File: src/odma_rd_pkg.sv
// Read-path definitions shared by the DMA read arbiter
// Widths, engine IDs, grant states and the request/response side structs

package odma_rd_pkg;

    //////////////////////////////////////////////////////////////////////
    // Field widths
    //////////////////////////////////////////////////////////////////////

    localparam int axi_id_width = 5;
    localparam int ea_width     = 64;
    localparam int ctx_width    = 9;

    //////////////////////////////////////////////////////////////////////
    // Enumerations
    //////////////////////////////////////////////////////////////////////

    // Engine ID carried in the low three bits of the AXI ID
    // Values outside this set address no engine
    typedef enum logic [2:0] {
        mm_engine_id  = 3'd2,
        st_engine_id  = 3'd3,
        dsc_engine_id = 3'd4
    } engine_id_e;

    // Current owner of the local read request channel
    typedef enum logic [1:0] {
        grant_idle = 2'd0,
        grant_dsc  = 2'd1,
        grant_mm   = 2'd2,
        grant_st   = 2'd3
    } grant_e;

    //////////////////////////////////////////////////////////////////////
    // Structs
    //////////////////////////////////////////////////////////////////////

    // One request beat, without valid and byte enable (81 bits)
    typedef struct packed {
        logic [ea_width-1:0]     ea;
        logic [axi_id_width-1:0] axi_id;
        logic                    first;
        logic                    last;
        logic [ctx_width-1:0]    ctx;
        logic                    ctx_valid;
    } rd_req_t;

    // Side information of one response beat (7 bits)
    typedef struct packed {
        logic [axi_id_width-1:0] axi_id;
        logic                    last;
        logic                    rsp_code;
    } rd_rsp_t;

endpackage

File: src/odma_rd_arbiter.sv
// Local read arbiter top level
// Joins the request arbiter and the response dispatcher between the
// three DMA engines and the shared local read interface

`timescale 1ns/100ps

module odma_rd_arbiter #(
    parameter int data_width = 64
) (
    input  logic                       clk,
    input  logic                       resetn,

    // Local read interface
    output logic                       lcl_rd_valid,
    output odma_rd_pkg::rd_req_t       lcl_rd_req,
    output logic [data_width/8-1:0]    lcl_rd_be,
    input  logic                       lcl_rd_ready,
    input  logic                       lcl_rd_data_valid,
    input  logic [data_width-1:0]      lcl_rd_data,
    input  odma_rd_pkg::rd_rsp_t       lcl_rd_rsp,
    output logic                       lcl_rd_rsp_ready,

    // Descriptor engine
    input  logic                       dsc_rd_valid,
    input  odma_rd_pkg::rd_req_t       dsc_rd_req,
    input  logic [data_width/8-1:0]    dsc_rd_be,
    output logic                       dsc_rd_ready,
    output logic                       dsc_rd_data_valid,
    output logic [data_width-1:0]      dsc_rd_data,
    output odma_rd_pkg::rd_rsp_t       dsc_rd_rsp,
    input  logic                       dsc_rd_rsp_ready,

    // Host-to-card MM engine
    input  logic                       mm_rd_valid,
    input  odma_rd_pkg::rd_req_t       mm_rd_req,
    input  logic [data_width/8-1:0]    mm_rd_be,
    output logic                       mm_rd_ready,
    output logic                       mm_rd_data_valid,
    output logic [data_width-1:0]      mm_rd_data,
    output odma_rd_pkg::rd_rsp_t       mm_rd_rsp,
    input  logic                       mm_rd_rsp_ready,

    // Host-to-card stream engine
    input  logic                       st_rd_valid,
    input  odma_rd_pkg::rd_req_t       st_rd_req,
    input  logic [data_width/8-1:0]    st_rd_be,
    output logic                       st_rd_ready,
    output logic                       st_rd_data_valid,
    output logic [data_width-1:0]      st_rd_data,
    output odma_rd_pkg::rd_rsp_t       st_rd_rsp,
    input  logic                       st_rd_rsp_ready
);

    // Request direction
    odma_rd_req_arbiter #(
        .data_width (data_width)
    ) req_arbiter_inst (
        .clk          (clk),
        .resetn       (resetn),
        .dsc_rd_valid (dsc_rd_valid),
        .dsc_rd_req   (dsc_rd_req),
        .dsc_rd_be    (dsc_rd_be),
        .dsc_rd_ready (dsc_rd_ready),
        .mm_rd_valid  (mm_rd_valid),
        .mm_rd_req    (mm_rd_req),
        .mm_rd_be     (mm_rd_be),
        .mm_rd_ready  (mm_rd_ready),
        .st_rd_valid  (st_rd_valid),
        .st_rd_req    (st_rd_req),
        .st_rd_be     (st_rd_be),
        .st_rd_ready  (st_rd_ready),
        .lcl_rd_valid (lcl_rd_valid),
        .lcl_rd_req   (lcl_rd_req),
        .lcl_rd_be    (lcl_rd_be),
        .lcl_rd_ready (lcl_rd_ready)
    );

    // Response direction, independent of the grant
    odma_rd_rsp_dispatcher #(
        .data_width (data_width)
    ) rsp_dispatcher_inst (
        .lcl_rd_data_valid (lcl_rd_data_valid),
        .lcl_rd_data       (lcl_rd_data),
        .lcl_rd_rsp        (lcl_rd_rsp),
        .lcl_rd_rsp_ready  (lcl_rd_rsp_ready),
        .dsc_rd_data_valid (dsc_rd_data_valid),
        .dsc_rd_data       (dsc_rd_data),
        .dsc_rd_rsp        (dsc_rd_rsp),
        .dsc_rd_rsp_ready  (dsc_rd_rsp_ready),
        .mm_rd_data_valid  (mm_rd_data_valid),
        .mm_rd_data        (mm_rd_data),
        .mm_rd_rsp         (mm_rd_rsp),
        .mm_rd_rsp_ready   (mm_rd_rsp_ready),
        .st_rd_data_valid  (st_rd_data_valid),
        .st_rd_data        (st_rd_data),
        .st_rd_rsp         (st_rd_rsp),
        .st_rd_rsp_ready   (st_rd_rsp_ready)
    );

endmodule

File: src/odma_rd_req_arbiter.sv
// Read request arbiter for the descriptor, MM and stream engines
// A registered grant picks one engine per burst; its beats and byte enables
// are steered to the local read interface and ready returns to it alone

`timescale 1ns/100ps

module odma_rd_req_arbiter #(
    parameter int data_width = 64
) (
    input  logic                       clk,
    input  logic                       resetn,

    // Engine request ports
    input  logic                       dsc_rd_valid,
    input  odma_rd_pkg::rd_req_t       dsc_rd_req,
    input  logic [data_width/8-1:0]    dsc_rd_be,
    output logic                       dsc_rd_ready,

    input  logic                       mm_rd_valid,
    input  odma_rd_pkg::rd_req_t       mm_rd_req,
    input  logic [data_width/8-1:0]    mm_rd_be,
    output logic                       mm_rd_ready,

    input  logic                       st_rd_valid,
    input  odma_rd_pkg::rd_req_t       st_rd_req,
    input  logic [data_width/8-1:0]    st_rd_be,
    output logic                       st_rd_ready,

    // Local read request channel
    output logic                       lcl_rd_valid,
    output odma_rd_pkg::rd_req_t       lcl_rd_req,
    output logic [data_width/8-1:0]    lcl_rd_be,
    input  logic                       lcl_rd_ready
);

    odma_rd_pkg::grant_e grant_q;
    odma_rd_pkg::grant_e grant_d;
    logic                hold_q;
    logic [3:0]          req_vec;
    logic                other_req;
    logic                arb_due;

    // First requesting engine in the order p0, p1, p2, else idle
    function automatic odma_rd_pkg::grant_e pick(
        input odma_rd_pkg::grant_e p0,
        input odma_rd_pkg::grant_e p1,
        input odma_rd_pkg::grant_e p2,
        input logic [3:0]          req
    );
        if (req[p0])
            return p0;
        else if (req[p1])
            return p1;
        else if (req[p2])
            return p2;
        else
            return odma_rd_pkg::grant_idle;
    endfunction

    //////////////////////////////////////////////////////////////////////
    // Grant control
    //////////////////////////////////////////////////////////////////////

    // Request vector indexed by grant value; bit 0 stands for idle
    assign req_vec = {st_rd_valid, mm_rd_valid, dsc_rd_valid, 1'b0};

    // Someone other than the current holder wants the channel
    assign other_req = |(req_vec & ~(4'b0001 << grant_q));

    // Free channel, or the holder's last beat goes out this cycle
    assign arb_due = (grant_q == odma_rd_pkg::grant_idle) ||
                     (lcl_rd_valid && lcl_rd_req.last && lcl_rd_ready);

    always_comb begin
        grant_d = grant_q;
        if (arb_due) begin
            case (grant_q)
                odma_rd_pkg::grant_dsc:
                    grant_d = pick(odma_rd_pkg::grant_mm, odma_rd_pkg::grant_st,
                                   odma_rd_pkg::grant_dsc, req_vec);
                odma_rd_pkg::grant_mm:
                    grant_d = pick(odma_rd_pkg::grant_dsc, odma_rd_pkg::grant_st,
                                   odma_rd_pkg::grant_mm, req_vec);
                odma_rd_pkg::grant_st:
                    grant_d = pick(odma_rd_pkg::grant_dsc, odma_rd_pkg::grant_mm,
                                   odma_rd_pkg::grant_st, req_vec);
                default:
                    grant_d = pick(odma_rd_pkg::grant_dsc, odma_rd_pkg::grant_mm,
                                   odma_rd_pkg::grant_st, req_vec);
            endcase
        end else if (hold_q) begin
            // Lone finisher keeps first claim until a new request shows up
            case (grant_q)
                odma_rd_pkg::grant_dsc:
                    grant_d = pick(odma_rd_pkg::grant_dsc, odma_rd_pkg::grant_mm,
                                   odma_rd_pkg::grant_st, req_vec);
                odma_rd_pkg::grant_mm:
                    grant_d = pick(odma_rd_pkg::grant_mm, odma_rd_pkg::grant_dsc,
                                   odma_rd_pkg::grant_st, req_vec);
                odma_rd_pkg::grant_st:
                    grant_d = pick(odma_rd_pkg::grant_st, odma_rd_pkg::grant_dsc,
                                   odma_rd_pkg::grant_mm, req_vec);
                default:
                    grant_d = grant_q;
            endcase
        end
    end

    always_ff @(posedge clk or negedge resetn) begin
        if (!resetn) begin
            grant_q <= odma_rd_pkg::grant_idle;
            hold_q  <= 1'b0;
        end else begin
            grant_q <= grant_d;
            if (arb_due && !other_req)
                hold_q <= 1'b1;
            else if (hold_q && (|req_vec))
                hold_q <= 1'b0;
        end
    end

    //////////////////////////////////////////////////////////////////////
    // Request steering
    //////////////////////////////////////////////////////////////////////

    always_comb begin
        case (grant_q)
            odma_rd_pkg::grant_dsc: begin
                lcl_rd_valid = dsc_rd_valid;
                lcl_rd_req   = dsc_rd_req;
                lcl_rd_be    = dsc_rd_be;
            end
            odma_rd_pkg::grant_mm: begin
                lcl_rd_valid = mm_rd_valid;
                lcl_rd_req   = mm_rd_req;
                lcl_rd_be    = mm_rd_be;
            end
            odma_rd_pkg::grant_st: begin
                lcl_rd_valid = st_rd_valid;
                lcl_rd_req   = st_rd_req;
                lcl_rd_be    = st_rd_be;
            end
            default: begin
                lcl_rd_valid = 1'b0;
                lcl_rd_req   = '0;
                lcl_rd_be    = '0;
            end
        endcase
    end

    // Ready only reaches the holder
    assign dsc_rd_ready = lcl_rd_ready && (grant_q == odma_rd_pkg::grant_dsc);
    assign mm_rd_ready  = lcl_rd_ready && (grant_q == odma_rd_pkg::grant_mm);
    assign st_rd_ready  = lcl_rd_ready && (grant_q == odma_rd_pkg::grant_st);

endmodule

File: src/odma_rd_rsp_dispatcher.sv
// Read response dispatcher
// Sends each response beat to the engine named by its AXI ID and returns
// that engine's ready to the local read interface

`timescale 1ns/100ps

module odma_rd_rsp_dispatcher #(
    parameter int data_width = 64
) (
    // Local read response channel
    input  logic                       lcl_rd_data_valid,
    input  logic [data_width-1:0]      lcl_rd_data,
    input  odma_rd_pkg::rd_rsp_t       lcl_rd_rsp,
    output logic                       lcl_rd_rsp_ready,

    // Engine response ports
    output logic                       dsc_rd_data_valid,
    output logic [data_width-1:0]      dsc_rd_data,
    output odma_rd_pkg::rd_rsp_t       dsc_rd_rsp,
    input  logic                       dsc_rd_rsp_ready,

    output logic                       mm_rd_data_valid,
    output logic [data_width-1:0]      mm_rd_data,
    output odma_rd_pkg::rd_rsp_t       mm_rd_rsp,
    input  logic                       mm_rd_rsp_ready,

    output logic                       st_rd_data_valid,
    output logic [data_width-1:0]      st_rd_data,
    output odma_rd_pkg::rd_rsp_t       st_rd_rsp,
    input  logic                       st_rd_rsp_ready
);

    odma_rd_pkg::engine_id_e eng_id;
    logic                    hit_dsc;
    logic                    hit_mm;
    logic                    hit_st;

    assign eng_id  = odma_rd_pkg::engine_id_e'(lcl_rd_rsp.axi_id[2:0]);
    assign hit_dsc = (eng_id == odma_rd_pkg::dsc_engine_id);
    assign hit_mm  = (eng_id == odma_rd_pkg::mm_engine_id);
    assign hit_st  = (eng_id == odma_rd_pkg::st_engine_id);

    // Unknown IDs match nobody, so their ready stays low
    assign lcl_rd_rsp_ready = (hit_dsc && dsc_rd_rsp_ready) ||
                              (hit_mm  && mm_rd_rsp_ready)  ||
                              (hit_st  && st_rd_rsp_ready);

    //////////////////////////////////////////////////////////////////////
    // Per-engine beat outputs, zero unless addressed and valid
    //////////////////////////////////////////////////////////////////////

    assign dsc_rd_data_valid = lcl_rd_data_valid && hit_dsc;
    assign dsc_rd_data       = dsc_rd_data_valid ? lcl_rd_data : '0;
    assign dsc_rd_rsp        = dsc_rd_data_valid ? lcl_rd_rsp : '0;

    assign mm_rd_data_valid  = lcl_rd_data_valid && hit_mm;
    assign mm_rd_data        = mm_rd_data_valid ? lcl_rd_data : '0;
    assign mm_rd_rsp         = mm_rd_data_valid ? lcl_rd_rsp : '0;

    assign st_rd_data_valid  = lcl_rd_data_valid && hit_st;
    assign st_rd_data        = st_rd_data_valid ? lcl_rd_data : '0;
    assign st_rd_rsp         = st_rd_data_valid ? lcl_rd_rsp : '0;

endmodule
File: config.mk
export PLATFORM = sky130hd
export DESIGN_NAME = odma_rd_arbiter
export DESIGN_NICKNAME = d
export VERILOG_FILES = /design/src/odma_rd_pkg.sv /design/src/odma_rd_arbiter.sv /design/src/odma_rd_req_arbiter.sv /design/src/odma_rd_rsp_dispatcher.sv
export SDC_FILE = /design/constraint.sdc
export NUM_CORES = 1
export LEC_CHECK = 0
export ABC_AREA = 1
export BUFFER_PORTS_ARGS = -buffer_cell sky130_fd_sc_hd__buf_2
export CAP_MARGIN = 20
export CORE_AREA = 2 2 253 255
export CTS_CLUSTER_SIZE = 8
export DETAILED_ROUTE_END_ITERATION = 7
export DIE_AREA = 0 0 255 257
export PLACE_DENSITY = 0.34
export SYNTH_ARGS = -nofsm -noshare
export SYNTH_HDL_FRONTEND = slang
export SYNTH_HIERARCHICAL = 1
export SYNTH_SLANG_ARGS = --single-unit
File: constraint.sdc
create_clock -name clk -period 3.6 [get_ports clk]
set_clock_uncertainty 0.1 [all_clocks]
set_input_delay 0.18 -clock clk [delete_from_list [all_inputs] [get_ports clk]]
set_output_delay 0.18 -clock clk [all_outputs]
set_load 0.03 [all_outputs]
==> impl_metrics.csv, run 1 <==
group,metric,value,unit
critical_path,crit_required,3.32,ns
pwr,power_leakage,5.96,nW
sta,worst_slew_pin_slew,0.739,ns
sta,drv_slew,0,
synth,netlist_area,4030,um2
synth,synth_area_leader_cell,"nand2_1",
critical_path,crit_path_max_fanout,41,
clock_network,cts_tree,"done",
synth,yosysTopAreaCellShare,35.0,%
routing,drc,0,
min_path,hold_class,"primary input to async pin",
clock_network,cts.repair.resized,0,
sta,period_minus_slack,2.57,ns
grt,first_global_vias,7501,
synth,synth_compound_area_share,1.02,%
grt,grt_max_degree,91,
synth,ys_seq_area_share,1.86,%
routing,dr.pass1.iters,5,
critical_path,crit_type,"flip-flop to output port",
pwr,powerDensity,476,nW/um2
clock_network,postCtsSetupRepairBufs,0,
synth,synthXorXnorAreaFrac,0,%
final_layout,nNetsFinal,1927,
synth,synth.yosys.warnings,6,
floorplan,rows,92,
critical_path,ff2ff_setup_slack,1.51,ns
job,maxCapViolations,0,
floorplan,die_x,255,um
sta,setup_viol,0,
final_layout,stdcell_area,8280,um2
pwr,internal-power,0.00126,W
placed_design,dpl_cell_area,8180,um2
clock_network,clkSlewWorstSetupHoldPaths,0.03,ns
synth,ys_seq_elements,3,
grt,gr-total-overflow,0,
clock_network,cts.sinks,3,
sta,slew-limit-headroom,50.7,%
synth,avgSynthCellArea,4.19,um2
clock_network,clock_latency,0.22,ns
clock_network,clock-root-buffer,"clkbuf_16",
grt,antenna_found_initial,4,
routing,wire_per_inst,15.3,um
grt,grt.total_usage,10.6,%
floorplan,die_h,257,um
clock_network,numCtsBuffers,3,
synth,synth_fa_ha_area_share,1.55,%
routing,drtIter0Drc,661,
routing,ant_nets,0,
placed_design,gp_congestion,0.898,
synth,synthTopCellsByArea,"nand2_1 35%, nor2_1 20%, inv_1 17%, nand3_1 12%, buf_4 5.0%",
placed_design,dp.final_hpwl,32.1,mm
sta,post-route-period-util,71.5,%
sta,rsz0062_at_grt,"no",
pwr,pwr-share-comb,93.7,%
synth,syn_inst,963,
routing,wl,37.1,mm
pwr,irDropWorstVdd,359,uV
final_layout,area_growth,105,%
clock_network,cts_max_level,1,
pwr,swShare,68.0,%
synth,synthSimpleGateAreaFrac,68.7,%
synth,synth_top_family_by_area,"simple AND/OR/NAND/NOR gates",
pwr,p_sw,0.00268,W
critical_path,cp.arrival,2.29,ns
floorplan,core-area,62700,um2
sta,hold_slack,0.221,ns
clock_network,clk_path_buf_depth,2,
floorplan,dieArea,65500,um2
grt,grt_pass1_wl,51.4,mm
pwr,seqPwrFrac,1.8,%
placed_design,dp_slack,1.22,ns
sta,hold_violations,0,
pwr,power_frac_clock,4.5,%
routing,via_count,7946,
critical_path,endpoint_kind,"output port",
sta,worst_slack,1.03,ns
sta,fin_tns_setup,0,ns
final_layout,final_layout_size_suffix_gt1_share,43.3,%
placed_design,port-buffer-count,652,
floorplan,io_pins,658,
synth,synthMuxAreaShare,0,%
run_status,outcome,"completed",
routing,via_per_inst,3.28,
synth,synth.distinct_cells,21,
floorplan,start_util,6.43,%
critical_path,start_kind,"flip-flop",
sta,clock.fmax,388,MHz
## critical path: stages, from the launching register on
cell     delay [ns]
dfrtp_1        0.44
inv_1          0.16
ha_4           0.50
buf_4          0.34
nand2_1        0.08
nand3_1        0.10
nand2_1        0.07
inv_1          0.12
buf_2          0.22
## registers in the layout (all words and copies together) (netlist names)
name,flops
req_arbiter_inst/grant_q,2
req_arbiter_inst/hold_q,1
## cells in the final DEF (no fill, tap or decap), types with 2 or more instances in the layout
cell type | netlist | routed
a21oi_1 | 3 | 3
buf_12 | 0 | 4
buf_2 | 31 | 652
buf_4 | 27 | 11
clkbuf_16 | 0 | 3
conb_1 | 1 | 5
dfrtp_1 | 3 | 3
diode_2 | 0 | 4
ha_1 | 5 | 2
ha_4 | 0 | 3
inv_1 | 179 | 179
inv_2 | 3 | 3
nand2_1 | 376 | 376
nand2_2 | 2 | 2
nand3_1 | 99 | 98
nand3_2 | 1 | 2
nand4_1 | 6 | 6
nor2_1 | 213 | 213
o21ai_0 | 3 | 3
## power groups by stage
| stage | Clock [W] | Combinational, W | Sequential (W) |
|---|---|---|---|
| 2_1_floorplan | 0 | 0.00255 | 0.0000584 |
| 3_3_place_gp | 0 | 0.00377 | 0.0000717 |
| 3_5_place_dp | 0 | 0.00372 | 0.0000718 |
| 4_1_cts | 0.000180 | 0.00374 | 0.0000711 |
| 5_1_grt | 0.000183 | 0.00405 | 0.0000729 |
| 6_report | 0.000176 | 0.00369 | 0.0000707 |
## kinds of logic after synthesis
group,Yosys count
AO/OA/AOI/OAI,8
adder cells (fa/ha/maj),5
buffers and inverters,248
flip-flops,3
other,1
AND/OR/NAND/NOR,698
## metal layers
metal  track usage, %  routed length (um)  vias up
met2             16.3               16200      350
li1                 -                   -     3986
met4             1.61                 410        0
met1             15.1               17300     3583
met5                0                   0        -
met3             2.50                3170       27
## worst paths after layout
check	startpoint	end	depth (start not counted)
max reg2reg	req_arbiter_inst/grant_q[0]	req_arbiter_inst/grant_q[1]	10
max in group asynchronous	resetn	req_arbiter_inst/grant_q[0]	2
min reg2reg	req_arbiter_inst/hold_q	req_arbiter_inst/hold_q	2
min	resetn	req_arbiter_inst/grant_q[1]	2
max	req_arbiter_inst/grant_q[1]	lcl_rd_req[34]	8
min in group clk	st_rd_valid	req_arbiter_inst/hold_q	4
## cell usage after synthesis
cell type,count
buf_2,31
a21oi_1,3
buf_1,6
inv_2,3
nand4_1,6
inv_1,179
buf_4,27
nand2_1,376
nand2_2,2
o22ai_1,1
dfrtp_1,3
nand3_1,99
clkbuf_1,1
ha_1,5
nand3_2,1
nor2_1,213
buf_6,1
conb_1,1
o21ai_0,3
nor2_2,1
o21ai_1,1
## repair_timing
action,4_1_cts,5_1_grt
hold buffers,1,0
endpoints found under the hold margin,3,0
setup endpoints to repair,0,0
## per-stage QoR
step | utilization (%) | power (W) | std cells
final | 13.2 | 0.00394 | 2423
after global routing | 13.2 | 0.00431 | 2423
after CTS | 13.2 | 0.00399 | 2419
after detailed placement | 13.0 | 0.00379 | 2414
after global placement | 13.0 | 0.00384 | 2414
after floorplan | - | 0.00260 | 967
## final cells by class
cell class / instances / area, um2
fillers: 7609 / 54500
inverters: 182 / 683
multi-input cells: 716 / 2940
clock buffers: 4 / 78.8
repair buffers: 668 / 3440
well taps: 846 / 1060
flip-flops and latches: 3 / 75.1
diodes: 4 / 10.0
No activity file was read; power rests on OpenSTA's default activity.
==> run 2: changes to the inputs <==
Settings changed: CORE_AREA 2 2 253 255 to 2 2 257 259, DIE_AREA 0 0 255 257 to 0 0 259 261, PLACE_DENSITY 0.34 to 0.35.
Clock period 3.6 ns to 2.1 ns, I/O delays scaled along.
==> run 2 against run 1 <==
  * Core utilization rose by 0.29 points
  * Sequential power rose by 57%
  * Register-to-register slack got worse by 1.3 ns
  * Final cell count rose by 2.5%
  * Non-clock buffer count rose by 42
  * Critical endpoint is now lcl_rd_be[2]
  * Largest cell class unchanged
  * Highest routed layer is now met5
==> impl_metrics.csv, run 2 (synthesis results as in run 1) <==
group,metric,value,unit
sta,worst_slew_pin_slew,0.742,ns
clock_network,cts_tree,"done",
floorplan,start_util,6.20,%
clock_network,clock-root-buffer,"clkbuf_16",
critical_path,ff2ff_setup_slack,0.22,ns
floorplan,rows,94,
grt,gr-total-overflow,0,
min_path,hold_depth,4,
critical_path,cp_cell_sequence,"inv_2, ha_4, buf_4, buf_4, nand2_1, nand3_1, nand2_1, inv_1, buf_2",
routing,wire_per_inst,15.5,um
min_path,hold_class,"primary input to flip-flop",
job,maxCapViolations,0,
sta,rsz0062_at_grt,"yes",
final_layout,reg.largest.list,"req_arbiter_inst/grant_q (2), req_arbiter_inst/hold_q (1)",
placed_design,port-buffer-count,652,
sta,setup_viol,0,
grt,grt_max_degree,71,
routing,ant_nets,0,
grt,grt.total_usage,10.2,%
pwr,swShare,63.6,%
critical_path,reg2reg_from,"req_arbiter_inst/grant_q[0]",
pwr,pwr-share-comb,94.4,%
final_layout,final_common_cell,"buf_2",
pwr,power_frac_clock,4.1,%
clock_network,clkSlewWorstSetupHoldPaths,0.03,ns
sta,slew-limit-headroom,50.4,%
floorplan,core-area,65000,um2
floorplan,io_pins,658,
final_layout,largest-register,"req_arbiter_inst/grant_q",
routing,wl,38.5,mm
final_layout,stdcell_area,8770,um2
critical_path,endpoint_kind,"output port",
critical_path,start_kind,"flip-flop",
final_layout,fin_cells,2483,
sta,post-route-period-util,96.3,%
pwr,total_power,0.00742,W
critical_path,crit_type,"flip-flop to output port",
sta,fin_tns_setup,0,ns
placed_design,dp.cells,2467,
clock_network,cts.sinks,3,
sta,hold_violations,0,
critical_path,reg2reg_depth,12,
pwr,power_leakage,6.23,nW
routing,via_per_inst,3.26,
pwr,irDropWorstVdd,384,uV
final_layout,most-common-layout-cells,"647 x buf_2, 376 x nand2_1, 213 x nor2_1, 178 x inv_1, 98 x nand3_1",
final_layout,largest_reg_flops,2,
critical_path,crit_slowest_cell,"dfrtp_2",
critical_path,crit_path_max_fanout,12,
final_layout,postLayoutCoreUtil,13.5,%
floorplan,dieArea,67600,um2
sta,drv_slew,0,
floorplan,die_x,259,um
grt,antenna_found_initial,6,
routing,drc,0,
min_path,worstHoldStart,"st_rd_valid",
final_layout,nNetsFinal,1969,
floorplan,die_h,261,um
routing,drtIter0Drc,663,
clock_network,cts_max_level,1,
grt,grt_pass1_wl,51.0,mm
sta,period_minus_slack,2.02,ns
pwr,internal-power,0.00270,W
routing,dr.pass1.iters,5,
clock_network,clk_path_buf_depth,2,
routing,via_count,8084,
clock_network,numCtsBuffers,3,
final_layout,final_layout_size_suffix_gt1_share,44.9,%
grt,first_global_vias,7177,
pwr,seqPwrFrac,1.5,%
placed_design,gp_congestion,0.923,
critical_path,r2r_end,"req_arbiter_inst/grant_q[0]",
final_layout,area_growth,117,%
sta,clock.fmax,494,MHz
pwr,p_sw,0.00472,W
placed_design,dpl_cell_area,8580,um2
run_status,outcome,"completed",
clock_network,clock_latency,0.22,ns
pwr,powerDensity,847,nW/um2
critical_path,crit_required,1.89,ns
placed_design,dp.final_hpwl,34.0,mm
critical_path,cp.arrival,1.82,ns
min_path,hold_path_end,"req_arbiter_inst/hold_q",
critical_path,critical_path.max_stage_delay,0.45,ns
[run 2: cell count changes in the layout (fill, tap and decap cells not counted), sizes merged]
cell,delta
buf,+40
inv,-1
clkbuf,+2
clkinv,+1
[run 2: worst max-delay path by stage]
| stage | start | end | slack [ns] | depth (start not counted) |
|---|---|---|---|---|
| finish | req_arbiter_inst/grant_q[1] | lcl_rd_be[2] | 0.08 | 9 |
| global route | req_arbiter_inst/grant_q[1] | lcl_rd_be[2] | -0.005 | 9 |
| CTS | req_arbiter_inst/grant_q[1] | lcl_rd_req[51] | 0.03 | 8 |
| detailed placement | req_arbiter_inst/grant_q[1] | req_arbiter_inst/grant_q[0] | 0.19 | 10 |
| global placement | req_arbiter_inst/grant_q[1] | req_arbiter_inst/grant_q[0] | 0.19 | 11 |
| floorplan | req_arbiter_inst/grant_q[0] | lcl_rd_req[33] | 0.48 | 9 |
[run 2: metal layers]
layer / share of wire, % / track usage [%] / vias to the layer above
li1: - / - / 4075
met1: 47 / 15.3 / 3632
met4: 0.79 / 1.25 / 4
met2: 42 / 14.2 / 355
met3: 9.8 / 3.48 / 18
met5: 0.070 / 0 / -
[run 2: layout make-up]
cell class | count | area (um2)
Sequential cell | 3 | 76.3
Tap cell | 864 | 1080
Multi-Input combinational cell | 716 | 2940
Timing Repair Buffer | 710 | 3900
Clock buffer | 4 | 78.8
Inverter | 182 | 684
Antenna cell | 4 | 10.0
Fill cell | 7897 | 56300
[run 2: metrics by stage]
stage / hold WS, ns / setup WS, ns
after CTS: 0.138 / 0.0314
after global placement: -0.191 / 0.193
final: 0.141 / 0.0775
after global routing: 0.184 / -0.00465
after floorplan: -0.291 / 0.475
after detailed placement: -0.184 / 0.188
[run 2: what timing repair did]
action | 4_1_cts | 5_1_grt
setup buffers | 4 | 3
pin swaps | 1 | 2
resized for setup | 1 | 9
hold buffers | 1 | 0
hold endpoints to repair | 3 | 0
setup endpoints to repair | 27 | 47
[run 2: power groups by stage]
| stage | clock, W | sequential [W] | combinational (W) |
|---|---|---|---|
| final | 0.000303 | 0.000111 | 0.00701 |
| after global routing | 0.000315 | 0.000114 | 0.00766 |
| after CTS | 0.000307 | 0.000109 | 0.00705 |
| after detailed placement | 0 | 0.000107 | 0.00695 |
| after global placement | 0 | 0.000108 | 0.00703 |
| after floorplan | 0 | 0.000100 | 0.00436 |
[run 2: worst max-delay path: cells and delay by family (launching register included)]
family	cells	cell delay (ns)
fa+ha+maj	1	0.21
simple gates	3	0.22
flops	1	0.45
buf+inv	5	0.70
